===== src/hdl/led_panel_pkg.sv =====
package led_panel_pkg;

    // panel geometry
    localparam int PANEL_WIDTH  = 16;
    localparam int PANEL_HEIGHT = 8;
    localparam int HALF_HEIGHT  = PANEL_HEIGHT / 2;
    localparam int COL_BITS     = 4;
    localparam int ROW_BITS     = 2;  // row within one half-panel
    localparam int ADDR_BITS    = 7;  // full row * 16 + column

    // binary-coded modulation
    localparam int PLANES        = 2;
    localparam int DISPLAY_UNIT  = 8;  // oe cycles of plane 0
    localparam int FETCH_LATENCY = 2;  // load request to clk_pixel

    // scan counter widths
    localparam int DRAIN_BITS = $clog2(FETCH_LATENCY);
    localparam int DISP_BITS  = $clog2(DISPLAY_UNIT) + PLANES - 1;

    typedef logic [COL_BITS-1:0]   col_t;
    typedef logic [ROW_BITS-1:0]   row_t;
    typedef logic [ADDR_BITS-1:0]  pix_addr_t;
    typedef logic [0:0]            plane_t;
    typedef logic [3*PLANES-1:0]   pixel_t;       // r 5:4, g 3:2, b 1:0
    typedef logic [2:0]            rgb_t;         // red is bit 2
    typedef logic [PLANES-1:0]     plane_mask_t;
    typedef logic [DRAIN_BITS-1:0] drain_cnt_t;
    typedef logic [DISP_BITS-1:0]  disp_cnt_t;

    typedef enum logic [7:0] {
        OP_PIXEL        = 8'h01,  // then address, colour
        OP_RGB_ENABLE   = 8'h02,  // then one value byte
        OP_PLANE_ENABLE = 8'h03   // then one value byte
    } opcode_t;

    typedef enum logic [1:0] {SHIFT, DRAIN, LATCH, DISPLAY} scan_state_t;

    typedef struct packed {
        logic      valid;
        pix_addr_t addr;
        pixel_t    pixel;
    } pixel_write_t;

    typedef struct packed {
        logic        valid_rgb;
        logic        valid_plane;
        rgb_t        rgb;
        plane_mask_t plane;
    } config_write_t;

endpackage

===== src/hdl/led_panel_top.sv =====
`timescale 1ns/10ps

module led_panel_top (
    input  logic                clk_in,
    input  logic                reset,
    input  logic [7:0]          in_data,
    input  logic                in_valid,
    output logic                in_ready,
    output led_panel_pkg::rgb_t rgb_top,
    output led_panel_pkg::rgb_t rgb_bottom,
    output logic                clk_pixel,
    output logic                row_latch,
    output logic                output_enable,
    output led_panel_pkg::row_t row_address
);

    led_panel_pkg::pixel_write_t  pix_wr;
    led_panel_pkg::config_write_t cfg_wr;
    led_panel_pkg::rgb_t          rgb_enable;
    led_panel_pkg::plane_mask_t   plane_enable;
    led_panel_pkg::pix_addr_t     rd_addr_top;
    led_panel_pkg::pix_addr_t     rd_addr_bottom;
    led_panel_pkg::pixel_t        rd_data_top;
    led_panel_pkg::pixel_t        rd_data_bottom;
    logic                         load_valid;
    led_panel_pkg::col_t          load_col;
    led_panel_pkg::row_t          load_row;
    led_panel_pkg::plane_t        load_plane;

    command_parser ctrl (
        .clk_in(clk_in), .reset(reset),
        .in_data(in_data), .in_valid(in_valid), .in_ready(in_ready),
        .pix_wr(pix_wr), .cfg_wr(cfg_wr)
    );

    display_config cfg (
        .clk_in(clk_in), .reset(reset), .cfg_wr(cfg_wr),
        .rgb_enable(rgb_enable), .plane_enable(plane_enable)
    );

    frame_memory fb (
        .clk_in(clk_in), .wr(pix_wr),
        .rd_addr_top(rd_addr_top), .rd_addr_bottom(rd_addr_bottom),
        .rd_data_top(rd_data_top), .rd_data_bottom(rd_data_bottom)
    );

    matrix_scan matscan (
        .clk_in(clk_in), .reset(reset),
        .load_valid(load_valid), .load_col(load_col),
        .load_row(load_row), .load_plane(load_plane),
        .row_latch(row_latch), .output_enable(output_enable),
        .row_address(row_address)
    );

    pixel_fetch fb_f (
        .clk_in(clk_in), .reset(reset),
        .load_valid(load_valid), .load_col(load_col),
        .load_row(load_row), .load_plane(load_plane),
        .rgb_enable(rgb_enable), .plane_enable(plane_enable),
        .rd_addr_top(rd_addr_top), .rd_addr_bottom(rd_addr_bottom),
        .rd_data_top(rd_data_top), .rd_data_bottom(rd_data_bottom),
        .rgb_top(rgb_top), .rgb_bottom(rgb_bottom), .clk_pixel(clk_pixel)
    );

endmodule


===== src/hdl/pixel_fetch.sv =====
`timescale 1ns/10ps

module pixel_fetch (
    input  logic                       clk_in,
    input  logic                       reset,
    input  logic                       load_valid,
    input  led_panel_pkg::col_t        load_col,
    input  led_panel_pkg::row_t        load_row,
    input  led_panel_pkg::plane_t      load_plane,
    input  led_panel_pkg::rgb_t        rgb_enable,
    input  led_panel_pkg::plane_mask_t plane_enable,
    output led_panel_pkg::pix_addr_t   rd_addr_top,
    output led_panel_pkg::pix_addr_t   rd_addr_bottom,
    input  led_panel_pkg::pixel_t      rd_data_top,
    input  led_panel_pkg::pixel_t      rd_data_bottom,
    output led_panel_pkg::rgb_t        rgb_top,
    output led_panel_pkg::rgb_t        rgb_bottom,
    output logic                       clk_pixel
);

    logic                  rd_valid;  // travels with the memory read
    led_panel_pkg::plane_t rd_plane;
    led_panel_pkg::rgb_t   mask;

    // bit `plane` of each 2-bit channel
    function automatic led_panel_pkg::rgb_t plane_bits(led_panel_pkg::pixel_t pix,
                                                       led_panel_pkg::plane_t p);
        led_panel_pkg::rgb_t bits;
        for (int c = 0; c < 3; c++) begin
            bits[c] = pix[c * led_panel_pkg::PLANES + int'(p)];
        end
        return bits;
    endfunction

    assign rd_addr_top    = led_panel_pkg::pix_addr_t'({load_row, load_col});
    assign rd_addr_bottom = rd_addr_top + led_panel_pkg::pix_addr_t'(
                                led_panel_pkg::HALF_HEIGHT * led_panel_pkg::PANEL_WIDTH);

    assign mask = rgb_enable & {3{plane_enable[rd_plane]}};

    always_ff @(posedge clk_in) begin
        if (reset) begin
            rd_valid  <= 1'b0;
            clk_pixel <= 1'b0;
        end else begin
            rd_valid  <= load_valid;
            clk_pixel <= rd_valid;
        end
    end

    always_ff @(posedge clk_in) begin
        rd_plane <= load_plane;
        if (rd_valid) begin
            rgb_top    <= plane_bits(rd_data_top, rd_plane) & mask;
            rgb_bottom <= plane_bits(rd_data_bottom, rd_plane) & mask;
        end
    end

endmodule


===== src/hdl/matrix_scan.sv =====
`timescale 1ns/10ps

module matrix_scan (
    input  logic                  clk_in,
    input  logic                  reset,
    output logic                  load_valid,
    output led_panel_pkg::col_t   load_col,
    output led_panel_pkg::row_t   load_row,
    output led_panel_pkg::plane_t load_plane,
    output logic                  row_latch,
    output logic                  output_enable,
    output led_panel_pkg::row_t   row_address
);

    led_panel_pkg::scan_state_t state;
    led_panel_pkg::col_t        col_cnt;
    led_panel_pkg::drain_cnt_t  drain_cnt;
    led_panel_pkg::disp_cnt_t   disp_cnt;
    led_panel_pkg::disp_cnt_t   disp_last;
    led_panel_pkg::row_t        row;
    led_panel_pkg::plane_t      plane;

    // plane p stays lit DISPLAY_UNIT << p cycles
    always_comb begin
        disp_last = led_panel_pkg::disp_cnt_t'((led_panel_pkg::DISPLAY_UNIT << plane) - 1);
    end

    always_ff @(posedge clk_in) begin
        if (reset) begin
            state       <= led_panel_pkg::SHIFT;
            col_cnt     <= '0;
            drain_cnt   <= '0;
            disp_cnt    <= '0;
            row         <= '0;
            plane       <= '0;
            row_address <= '0;
        end else begin
            case (state)
                led_panel_pkg::SHIFT: begin
                    col_cnt <= col_cnt + led_panel_pkg::col_t'(1);
                    if (col_cnt == led_panel_pkg::col_t'(led_panel_pkg::PANEL_WIDTH - 1)) begin
                        col_cnt   <= '0;
                        drain_cnt <= '0;
                        state     <= led_panel_pkg::DRAIN;
                    end
                end
                // wait for the last columns still in the fetch pipe
                led_panel_pkg::DRAIN: begin
                    drain_cnt <= drain_cnt + led_panel_pkg::drain_cnt_t'(1);
                    if (drain_cnt ==
                        led_panel_pkg::drain_cnt_t'(led_panel_pkg::FETCH_LATENCY - 1)) begin
                        row_address <= row;  // visible during the latch cycle
                        state       <= led_panel_pkg::LATCH;
                    end
                end
                led_panel_pkg::LATCH: begin
                    disp_cnt <= '0;
                    state    <= led_panel_pkg::DISPLAY;
                end
                default: begin
                    disp_cnt <= disp_cnt + led_panel_pkg::disp_cnt_t'(1);
                    if (disp_cnt == disp_last) begin
                        state <= led_panel_pkg::SHIFT;
                        if (plane == led_panel_pkg::plane_t'(led_panel_pkg::PLANES - 1)) begin
                            plane <= '0;
                            row   <= row + led_panel_pkg::row_t'(1);  // wraps after row 3
                        end else begin
                            plane <= plane + led_panel_pkg::plane_t'(1);
                        end
                    end
                end
            endcase
        end
    end

    assign load_valid    = (state == led_panel_pkg::SHIFT);  // one column per cycle
    assign load_col      = col_cnt;
    assign load_row      = row;
    assign load_plane    = plane;
    assign row_latch     = (state == led_panel_pkg::LATCH);
    assign output_enable = (state == led_panel_pkg::DISPLAY);

endmodule


===== src/hdl/frame_memory.sv =====
`timescale 1ns/10ps

module frame_memory (
    input  logic                        clk_in,
    input  led_panel_pkg::pixel_write_t wr,
    input  led_panel_pkg::pix_addr_t    rd_addr_top,
    input  led_panel_pkg::pix_addr_t    rd_addr_bottom,
    output led_panel_pkg::pixel_t       rd_data_top,
    output led_panel_pkg::pixel_t       rd_data_bottom
);

    localparam int DEPTH = led_panel_pkg::PANEL_WIDTH * led_panel_pkg::PANEL_HEIGHT;

    led_panel_pkg::pixel_t mem [DEPTH];

    // blank panel at power-up
    initial begin
        for (int i = 0; i < DEPTH; i++) begin
            mem[i] = '0;
        end
    end

    always_ff @(posedge clk_in) begin
        if (wr.valid) begin
            mem[wr.addr] <= wr.pixel;  // port a
        end
    end

    // port b, one read per half-panel
    always_ff @(posedge clk_in) begin
        rd_data_top    <= mem[rd_addr_top];
        rd_data_bottom <= mem[rd_addr_bottom];
    end

endmodule


===== src/hdl/display_config.sv =====
`timescale 1ns/10ps

module display_config (
    input  logic                         clk_in,
    input  logic                         reset,
    input  led_panel_pkg::config_write_t cfg_wr,
    output led_panel_pkg::rgb_t          rgb_enable,
    output led_panel_pkg::plane_mask_t   plane_enable
);

    // per-channel colour enable
    always_ff @(posedge clk_in) begin
        if (reset) begin
            rgb_enable <= '1;  // all channels on
        end else if (cfg_wr.valid_rgb) begin
            rgb_enable <= cfg_wr.rgb;
        end
    end

    // per-plane brightness enable
    always_ff @(posedge clk_in) begin
        if (reset) begin
            plane_enable <= '1;
        end else if (cfg_wr.valid_plane) begin
            plane_enable <= cfg_wr.plane;
        end
    end

endmodule


===== src/hdl/command_parser.sv =====
`timescale 1ns/10ps

module command_parser (
    input  logic                         clk_in,
    input  logic                         reset,
    input  logic [7:0]                   in_data,
    input  logic                         in_valid,
    output logic                         in_ready,
    output led_panel_pkg::pixel_write_t  pix_wr,
    output led_panel_pkg::config_write_t cfg_wr
);

    // which byte of a message comes next
    typedef enum logic [1:0] {
        EXPECT_OPCODE,
        EXPECT_ADDR,
        EXPECT_COLOUR,
        EXPECT_VALUE
    } parse_state_t;

    parse_state_t              state;
    led_panel_pkg::opcode_t    opcode_q;
    led_panel_pkg::pix_addr_t  addr_q;
    logic                      accept;

    logic                      pix_valid;
    led_panel_pkg::pix_addr_t  pix_addr;
    led_panel_pkg::pixel_t     pix_data;
    logic                      rgb_valid;
    logic                      plane_valid;
    led_panel_pkg::rgb_t       rgb_value;
    led_panel_pkg::plane_mask_t plane_value;

    assign accept = in_valid & in_ready;

    always_ff @(posedge clk_in) begin
        if (reset) begin
            state       <= EXPECT_OPCODE;
            in_ready    <= 1'b0;
            pix_valid   <= 1'b0;
            rgb_valid   <= 1'b0;
            plane_valid <= 1'b0;
        end else begin
            in_ready    <= 1'b1;  // every byte finishes in one cycle
            pix_valid   <= 1'b0;
            rgb_valid   <= 1'b0;
            plane_valid <= 1'b0;
            if (accept) begin
                case (state)
                    EXPECT_OPCODE: begin
                        case (led_panel_pkg::opcode_t'(in_data))
                            led_panel_pkg::OP_PIXEL:        state <= EXPECT_ADDR;
                            led_panel_pkg::OP_RGB_ENABLE:   state <= EXPECT_VALUE;
                            led_panel_pkg::OP_PLANE_ENABLE: state <= EXPECT_VALUE;
                            default:                        state <= EXPECT_OPCODE; // dropped
                        endcase
                    end
                    EXPECT_ADDR:   state <= EXPECT_COLOUR;
                    EXPECT_COLOUR: begin
                        pix_valid <= 1'b1;
                        state     <= EXPECT_OPCODE;
                    end
                    default: begin
                        rgb_valid   <= (opcode_q == led_panel_pkg::OP_RGB_ENABLE);
                        plane_valid <= (opcode_q == led_panel_pkg::OP_PLANE_ENABLE);
                        state       <= EXPECT_OPCODE;
                    end
                endcase
            end
        end
    end

    // held message fields and write payloads
    always_ff @(posedge clk_in) begin
        if (accept) begin
            case (state)
                EXPECT_OPCODE: opcode_q <= led_panel_pkg::opcode_t'(in_data);
                EXPECT_ADDR:   addr_q   <= in_data[led_panel_pkg::ADDR_BITS-1:0];
                EXPECT_COLOUR: begin
                    pix_addr <= addr_q;
                    pix_data <= in_data[$bits(led_panel_pkg::pixel_t)-1:0];
                end
                default: begin
                    rgb_value   <= in_data[$bits(led_panel_pkg::rgb_t)-1:0];
                    plane_value <= in_data[led_panel_pkg::PLANES-1:0];
                end
            endcase
        end
    end

    assign pix_wr = '{valid: pix_valid, addr: pix_addr, pixel: pix_data};
    assign cfg_wr = '{valid_rgb: rgb_valid, valid_plane: plane_valid,
                      rgb: rgb_value, plane: plane_value};

endmodule


===== config.mk =====
export PLATFORM = sky130hd
export DESIGN_NAME = led_panel_top
export DESIGN_NICKNAME = d
export VERILOG_FILES = /design/src/hdl/led_panel_pkg.sv /design/src/hdl/led_panel_top.sv /design/src/hdl/pixel_fetch.sv /design/src/hdl/matrix_scan.sv /design/src/hdl/frame_memory.sv /design/src/hdl/display_config.sv /design/src/hdl/command_parser.sv
export SDC_FILE = /design/constraint.sdc
export NUM_CORES = 1
export LEC_CHECK = 0
export BUFFER_PORTS_ARGS = -buffer_cell sky130_fd_sc_hd__buf_2
export CAP_MARGIN = 5
export CORE_MARGIN = 5
export CORE_UTILIZATION = 57
export CTS_BUF_LIST = sky130_fd_sc_hd__clkbuf_4 sky130_fd_sc_hd__clkbuf_8 sky130_fd_sc_hd__clkbuf_16
export DETAILED_ROUTE_END_ITERATION = 16
export PLACE_DENSITY_LB_ADDON = 0.15
export SLEW_MARGIN = 20
export SYNTH_ARGS = -nofsm -noshare
export SYNTH_HDL_FRONTEND = slang
export SYNTH_SLANG_ARGS = --single-unit

===== constraint.sdc =====
create_clock -name clk_in -period 2.2 [get_ports clk_in]
set_clock_uncertainty 0.2 [all_clocks]
set_input_delay 0.22 -clock clk_in [delete_from_list [all_inputs] [get_ports clk_in]]
set_output_delay 0.22 -clock clk_in [all_outputs]
set_load 0.005 [all_outputs]

==> results of run 1 <==
[logic make-up (layout without fill, tap and decap cells)]
group,Yosys count,count (layout),synth area share
simple gates,269,269,0.0350
flops,847,847,0.761
mux,297,297,0.146
buf+inv,102,510,0.0189
compound gates,159,159,0.0358
xor+xnor,5,5,0.00133
fa+ha+maj,7,7,0.00266
[metrics by stage]
step,hold slack (ns),cells
2_1_floorplan,0.0916,1686
3_3_place_gp,0.198,2668
3_5_place_dp,0.199,2668
4_1_cts,0.115,2847
5_1_grt,0.128,2859
6_report,0.157,2859
[critical path, stage by stage (launching register included)]
cell and delay (ns):
sky130_fd_sc_hd__dfxtp_4 0.41, sky130_fd_sc_hd__buf_12 0.21, sky130_fd_sc_hd__buf_6 0.26, sky130_fd_sc_hd__nand2b_1 0.23, sky130_fd_sc_hd__buf_4 0.21, sky130_fd_sc_hd__o221ai_1 0.20
sky130_fd_sc_hd__o22ai_2 0.36, sky130_fd_sc_hd__a21oi_1 0.08
[cell usage in the layout, fill, tap and decap left out, types with 33 or more instances in the layout]
| cell type | instances |
|---|---|
| sky130_fd_sc_hd__buf_4 | 262 |
| sky130_fd_sc_hd__mux4_2 | 145 |
| sky130_fd_sc_hd__edfxtp_1 | 805 |
| sky130_fd_sc_hd__dfxtp_1 | 36 |
| sky130_fd_sc_hd__o22ai_1 | 34 |
| sky130_fd_sc_hd__buf_12 | 34 |
| sky130_fd_sc_hd__mux2i_1 | 136 |
| sky130_fd_sc_hd__clkbuf_16 | 86 |
| sky130_fd_sc_hd__nand2_1 | 33 |
| sky130_fd_sc_hd__nor2_1 | 164 |
[state kept, by name, summed over array words and instances, names as in the netlist, 3 cells and up]
name               count
cfg.rgb_enable         3
ctrl.addr_q            7
ctrl.opcode_q          8
ctrl.pix_addr          7
ctrl.pix_data          6
fb.mem               768
fb.rd_data_bottom      6
fb.rd_data_top         6
fb_f.rgb_bottom        3
fb_f.rgb_top           3
matscan.disp_cnt       4
matscan.load_col       4
[timing repair]
item | in CTS | in global routing
hold buffers | 11 | 0
endpoints found under the setup margin | 29 | 136
hold endpoints to repair | 56 | 0
setup buffers | 11 | 13
gates resized for setup | 40 | 47
gates cloned | 3 | 0
pin swaps | 9 | 10
[where the power goes]
group	internal (mW)	total, mW	leakage (nW)	switching, mW
combinational	3.56	6.67	4.10	3.10
sequential	17.6	17.8	7.59	0.133
clock	8.34	14.2	1.39	5.83
[Yosys cell counts, types with 10 or more instances]
cell and count:
sky130_fd_sc_hd__edfxtp_1 805, sky130_fd_sc_hd__nor2_1 167, sky130_fd_sc_hd__mux2i_1 150, sky130_fd_sc_hd__mux4_2 145, sky130_fd_sc_hd__o22ai_1 43, sky130_fd_sc_hd__dfxtp_1 42
sky130_fd_sc_hd__clkbuf_1 34, sky130_fd_sc_hd__nand2_1 34, sky130_fd_sc_hd__buf_4 28, sky130_fd_sc_hd__a21oi_1 23, sky130_fd_sc_hd__a211o_1 20, sky130_fd_sc_hd__o221ai_1 20
sky130_fd_sc_hd__o2bb2ai_1 20, sky130_fd_sc_hd__nand3_1 18, sky130_fd_sc_hd__nor2b_1 16, sky130_fd_sc_hd__buf_2 15, sky130_fd_sc_hd__nor3_1 12, sky130_fd_sc_hd__buf_6 10
[path summary, 6_finish.rpt]
path | endpoint | cells after the start | start | slack (ns)
worst max-delay path | fb.rd_data_bottom[2]$_DFF_P_ | 7 | matscan.load_col[1]$_SDFFE_PP0N_ | -0.12
worst min-delay path | ctrl.opcode_q[7]$_DFFE_PP_ | 2 | in_data[7] | 0.16
worst min register to register | fb_f.rd_plane$_DFF_P_ | 0 | matscan.load_plane$_SDFFE_PP0P_ | 0.20
worst max register to register | fb.rd_data_bottom[2]$_DFF_P_ | 7 | matscan.load_col[1]$_SDFFE_PP0N_ | -0.12
[final cells by class]
cell class / instances / area [µm²]
flip-flops and latches: 847 / 25000
fillers: 3713 / 18000
multi-input cells: 737 / 7570
repair buffers: 346 / 3150
clock buffers: 113 / 2390
well taps: 765 / 957
clock inverters: 42 / 379
inverters: 9 / 33.8
[per-layer routing]
layer | GRT usage | vias to the layer above | part of all wire
met5 | 0 | - | 0
met4 | 0.0564 | 0 | 0.024
met3 | 0.0612 | 125 | 0.081
met2 | 0.378 | 607 | 0.48
met1 | 0.334 | 8890 | 0.41
li1 | - | 7535 | -
==> results.txt, run 1 <==
----------------------------------------------------
[Logic synthesis]
  Number of distinct library cells after synthesis ... 53
  Flip-flop and latch count after synthesis ... 847
  Cell count after synthesis ... 1686
  Mean instance size in the synthesized netlist ... 19.5 µm²
  Post-synthesis cell type with the largest combined area ... sky130_fd_sc_hd__edfxtp_1
  Post-Synthesis Net Count ... 1704
  Post-synthesis instance area ... 32900 µm²
  Synth area leaders ... sky130_fd_sc_hd__edfxtp_1, sky130_fd_sc_hd__mux4_2, sky130_fd_sc_hd__mux2i_1
  Share of flip-flops with an asynchronous set or reset ... 0
  Portion of synthesized cell area occupied by the leading cell type ... 0.735
  Flip-flop cell with the highest count after synthesis ... sky130_fd_sc_hd__edfxtp_1
  Count of flip-flops with a built-in enable after synthesis ... 805
  Synth warn ... 0
  Sequential fraction of the synthesis area ... 0.761

[Outcome]
  Violations in the final reports ... setup timing
  Run status ... finished, violations left

[Detailed routing]
  Remaining routing DRC violations ... 0
  Mean number of vias per cell ... 6.00
  Via total after detailed routing ... 17200
  Routed length per placed instance ... 26.1 µm
  Iter 0 DRT Violations ... 1548
  Router iterations before antenna repair ... 5
  Total routed wirelength ... 74500 µm
  Antenna-violating nets left ... 0

[Place]
  Final weighted congestion of routability-driven global placement ... 0.837
  Post-place setup slack ... -0.342 ns
  HPWL Detailed ... 47100 µm
  Instance area at placement ... 36000 µm²
  Number of buffers inserted by port buffering ... 22

[Timing]
  Final period demand of the worst path ... 2.32 ns
  Worst setup slack after layout ... -0.124 ns
  FMAX ... 0.430 GHz
  Total setup violations reported at the end of the flow ... 11
  RSZ-0062 raised after global routing ... yes
  Count of endpoints failing hold in the final timing report ... 0
  Crit share post-route ... 1.06
  Transition time at the pin with the least slew margin ... 0.687 ns
  Relative max-transition margin ... 0.542
  Total negative setup slack ... -0.695 ns
  Final count of pins violating max slew ... 0

[Power and ir drop]
  Power density over the cells ... 977 nW/µm²
  VDD IR-drop max ... 0.740 mV
  Overall power consumption ... 38.6 mW
  Reported leakage power ... 13.1 nW

[Floorplanning]
  Die X-Extent ... 250 µm
  Standard cell core area ... 57500 µm²
  Die Y-Extent ... 250 µm
  Starting utilization of the core area ... 0.572
  Rows ... 88
  Boundary Pins ... 23
  Die footprint ... 62600 µm²

[Worst setup path]
  Startpoint type of the worst setup path ... flip-flop
  Endpoint class of the critical path ... flip-flop
  Arrival time of data at the critical path endpoint ... 2.62 ns
  CP Class ... reg -> reg
  Endpoint required time on the critical path ... 2.49 ns
  CP Max Fanout ... 21

[CTS]
  Skew-Pair Late Insertion Delay ... 0.63 ns
  H-Tree Depth ... 3
  Max Buffers Root-to-Sink ... 3
  Number of buffers inserted during clock tree synthesis ... 84
  CTS tree ... built
  Root buffer cell ... sky130_fd_sc_hd__clkbuf_16
  Clock sinks ... 847
  Clock transition at the registers of the reported paths ... 0.06 ns

[Layout]
  Area growth, synth to finish ... 20.1%
  Design area ... 39500 µm²
  Utilization after layout ... 0.687
  Total inserted antenna cells ... 0
  Final-stage net count ... 2043
  Layout cells sized above 1 ... 0.327

[Global routing]
  First-pass GRT wire length ... 111000 µm
  Total Routing Usage GR ... 0.236
  Pin count of the biggest net entering global routing ... 129
  Number of global-route vias before repair ... 17600
  Initial antenna violation count ... 1
  Aggregate global routing overflow ... 0

[Flow run]
  Number of max-cap violations ... 0

[Hold path]
  Hold Path Class ... in -> reg

----------------------------------------------------
Note: power is estimated with default switching activity, not from simulation.
==> run 2: changes to the inputs <==
--- a/config.mk
+++ b/config.mk
@@ -11,7 +11,7 @@
 export CORE_UTILIZATION = 57
 export CTS_BUF_LIST = sky130_fd_sc_hd__clkbuf_4 sky130_fd_sc_hd__clkbuf_8 sky130_fd_sc_hd__clkbuf_16
 export DETAILED_ROUTE_END_ITERATION = 16
-export PLACE_DENSITY_LB_ADDON = 0.15
+export PLACE_DENSITY = 0.76
 export SLEW_MARGIN = 20
 export SYNTH_ARGS = -nofsm -noshare
 export SYNTH_HDL_FRONTEND = slang
==> results.txt, run 2 (same netlist as run 1, synthesis figures left out) <==
----------------------------------------------------
[Outcome]
  Run status ... finished, violations left
  Violations in the final reports ... setup timing

[CTS]
  Skew-Pair Late Insertion Delay ... 0.64 ns (about the same)
  Root buffer cell ... sky130_fd_sc_hd__clkbuf_16
  Clock transition at the registers of the reported paths ... 0.06 ns (about the same)
  Number of buffers inserted during clock tree synthesis ... 82 (-2.4%)
  Max Buffers Root-to-Sink ... 3 (unchanged)
  CTS tree ... built
  Clock sinks ... 847 (unchanged)
  H-Tree Depth ... 3 (unchanged)

[Power and ir drop]
  Clock share of power ... 0.359 (-0.008)
  VDD IR-drop max ... 0.699 mV (-5.5%)
  Reported net switching power ... 9.56 mW (+5.4%)
  Overall power consumption ... 39.3 mW (+1.7%)
  Internal power consumption ... 29.7 mW (+0.53%)
  Gate power share ... 0.187 (+0.014)
  Reported leakage power ... 13.2 nW (+1.1%)
  Power density over the cells ... 982 nW/µm² (+0.51%)
  Register share of total power ... 0.453 (-0.007)
  Net Sw Frac ... 0.244 (+0.00863)

[Timing]
  Transition time at the pin with the least slew margin ... 0.703 ns (+0.0154 ns)
  Total setup violations reported at the end of the flow ... 32 (+21)
  Relative max-transition margin ... 0.531 (-0.0103)
  RSZ-0062 raised after global routing ... yes
  Worst setup slack after layout ... -0.162 ns (-0.0382 ns)
  Final count of pins violating max slew ... 0 (unchanged)
  FMAX ... 0.423 GHz (-1.6%)
  Count of endpoints failing hold in the final timing report ... 0 (unchanged)
  Crit share post-route ... 1.07 (+0.0173)
  Final period demand of the worst path ... 2.36 ns (+0.0382 ns)

[Worst setup path]
  Endpoint required time on the critical path ... 2.50 ns (about the same)
  Endpoint class of the critical path ... flip-flop
  Arrival time of data at the critical path endpoint ... 2.67 ns (+0.05 ns)
  CP Max Fanout ... 6 (-71%)
  Startpoint type of the worst setup path ... flip-flop
  CP Class ... reg -> reg

[Floorplanning]
  Die Y-Extent ... 250 µm (unchanged)
  Standard cell core area ... 57500 µm² (unchanged)
  Die footprint ... 62600 µm² (unchanged)
  Starting utilization of the core area ... 0.572 (unchanged)
  Die X-Extent ... 250 µm (unchanged)
  Rows ... 88 (unchanged)
  Boundary Pins ... 23 (unchanged)

[Hold path]
  Hold Path Class ... in -> reg

[Flow run]
  Number of max-cap violations ... 0 (unchanged)

[Layout]
  Utilization after layout ... 0.695 (+0.00801)
  Area growth, synth to finish ... 21.5%
  Total inserted antenna cells ... 0 (unchanged)
  Layout cells sized above 1 ... 0.352 (+0.0249)
  Flip-flop count of the largest register after layout ... 768 (unchanged)
  Final-stage net count ... 2058 (+0.73%)
  Largest register by flop count ... fb.mem
  Highest-count cells in the layout ignoring fill and taps ... sky130_fd_sc_hd__edfxtp_1, sky130_fd_sc_hd__buf_4, sky130_fd_sc_hd__nor2_1
  Most frequent standard cell in the layout excluding fill and tap cells ... sky130_fd_sc_hd__edfxtp_1
  Biggest registers after layout ... fb.mem (768), ctrl.opcode_q (8)

[Global routing]
  Number of global-route vias before repair ... 18500 (+5.2%)
  Total Routing Usage GR ... 0.254 (+0.0181)
  Aggregate global routing overflow ... 0 (unchanged)
  Pin count of the biggest net entering global routing ... 129 (unchanged)
  Initial antenna violation count ... 1 (unchanged)
  First-pass GRT wire length ... 120000 µm (+8.0%)

[Detailed routing]
  Remaining routing DRC violations ... 0 (unchanged)
  Router iterations before antenna repair ... 6 (+1)
  Total routed wirelength ... 80700 µm (+8.3%)
  Antenna-violating nets left ... 0 (unchanged)
  Mean number of vias per cell ... 6.30 (+5.0%)
  Routed length per placed instance ... 28.1 µm (+7.8%)
  Via total after detailed routing ... 18100 (+5.6%)
  Iter 0 DRT Violations ... 2185 (+41%)

[Place]
  Number of buffers inserted by port buffering ... 22 (unchanged)
  HPWL Detailed ... 47400 µm (+0.51%)
  Final weighted congestion of routability-driven global placement ... 0.928 (+11%)

----------------------------------------------------
run 2: path summary, 6_finish.rpt:
| path | slack [ns] | end | depth (start not counted) | start |
|---|---|---|---|---|
| setup / recovery | -0.16 | fb.rd_data_bottom[0]$_DFF_P_ | 7 | matscan.load_col[0]$_SDFFE_PP0N_ |
| hold / removal | 0.12 | ctrl.opcode_q[7]$_DFFE_PP_ | 2 | in_data[7] |
| setup reg to reg | -0.16 | fb.rd_data_bottom[0]$_DFF_P_ | 7 | matscan.load_col[0]$_SDFFE_PP0N_ |
| hold reg to reg | 0.19 | fb_f.rd_plane$_DFF_P_ | 0 | matscan.load_plane$_SDFFE_PP0P_ |
run 2: cell type report:
cell class,instances,area [µm²]
tap,765,957
clock inverter,38,354
fill,3321,17500
inverter,9,33.8
multi-input combinational,737,7800
sequential,847,25000
timing repair buffer,363,3430
clock buffer,114,2360
run 2: through the flow:
stage	hold slack, ns	TNS [ns]	cell area (µm²)	cells	setup slack [ns]
floorplan	0.0916	-208.89	32900	1686	-0.272
global placement	0.186	-2.66	36000	2672	-0.583
detailed placement	0.184	-3.12	36000	2672	-0.549
CTS	0.105	-0.815	39700	2866	-0.115
global route	0.123	-7.55	40000	2873	-0.192
finish	0.121	-1.30	40000	2873	-0.162
run 2: repair_timing:
item,CTS,global route
hold endpoints to repair,56,0
cloned,7,0
buffers inserted,24,8
gates resized for setup,89,58
hold buffers,11,0
pin swaps,20,19
setup endpoints to repair,65,427
run 2: per-layer routing:
layer / global-route usage / vias to the layer above / wire length [µm]
met5: 0 / - / 12
met3: 0.0542 / 194 / 8050
met4: 0.0772 / 2 / 2670
li1: - / 7561 / -
met2: 0.414 / 1087 / 39600
met1: 0.353 / 9266 / 30300
run 2: critical path: stages (launching register included):
cell and delay [ns]:
sky130_fd_sc_hd__dfxtp_4 0.42, sky130_fd_sc_hd__buf_12 0.17, sky130_fd_sc_hd__buf_4 0.16, sky130_fd_sc_hd__mux4_2 0.50, sky130_fd_sc_hd__mux2i_2 0.30, sky130_fd_sc_hd__o2bb2ai_2 0.11
sky130_fd_sc_hd__o22ai_2 0.27, sky130_fd_sc_hd__a21oi_1 0.09
run 2: power by group through the flow:
stage	logic [mW]	clock network [mW]	registers, mW
floorplan	4.09	0	18.0
global placement	5.72	0	18.2
detailed placement	5.85	0	18.2
CTS	7.07	14.2	17.8
global route	7.72	15.0	17.8
finish	7.35	14.1	17.8
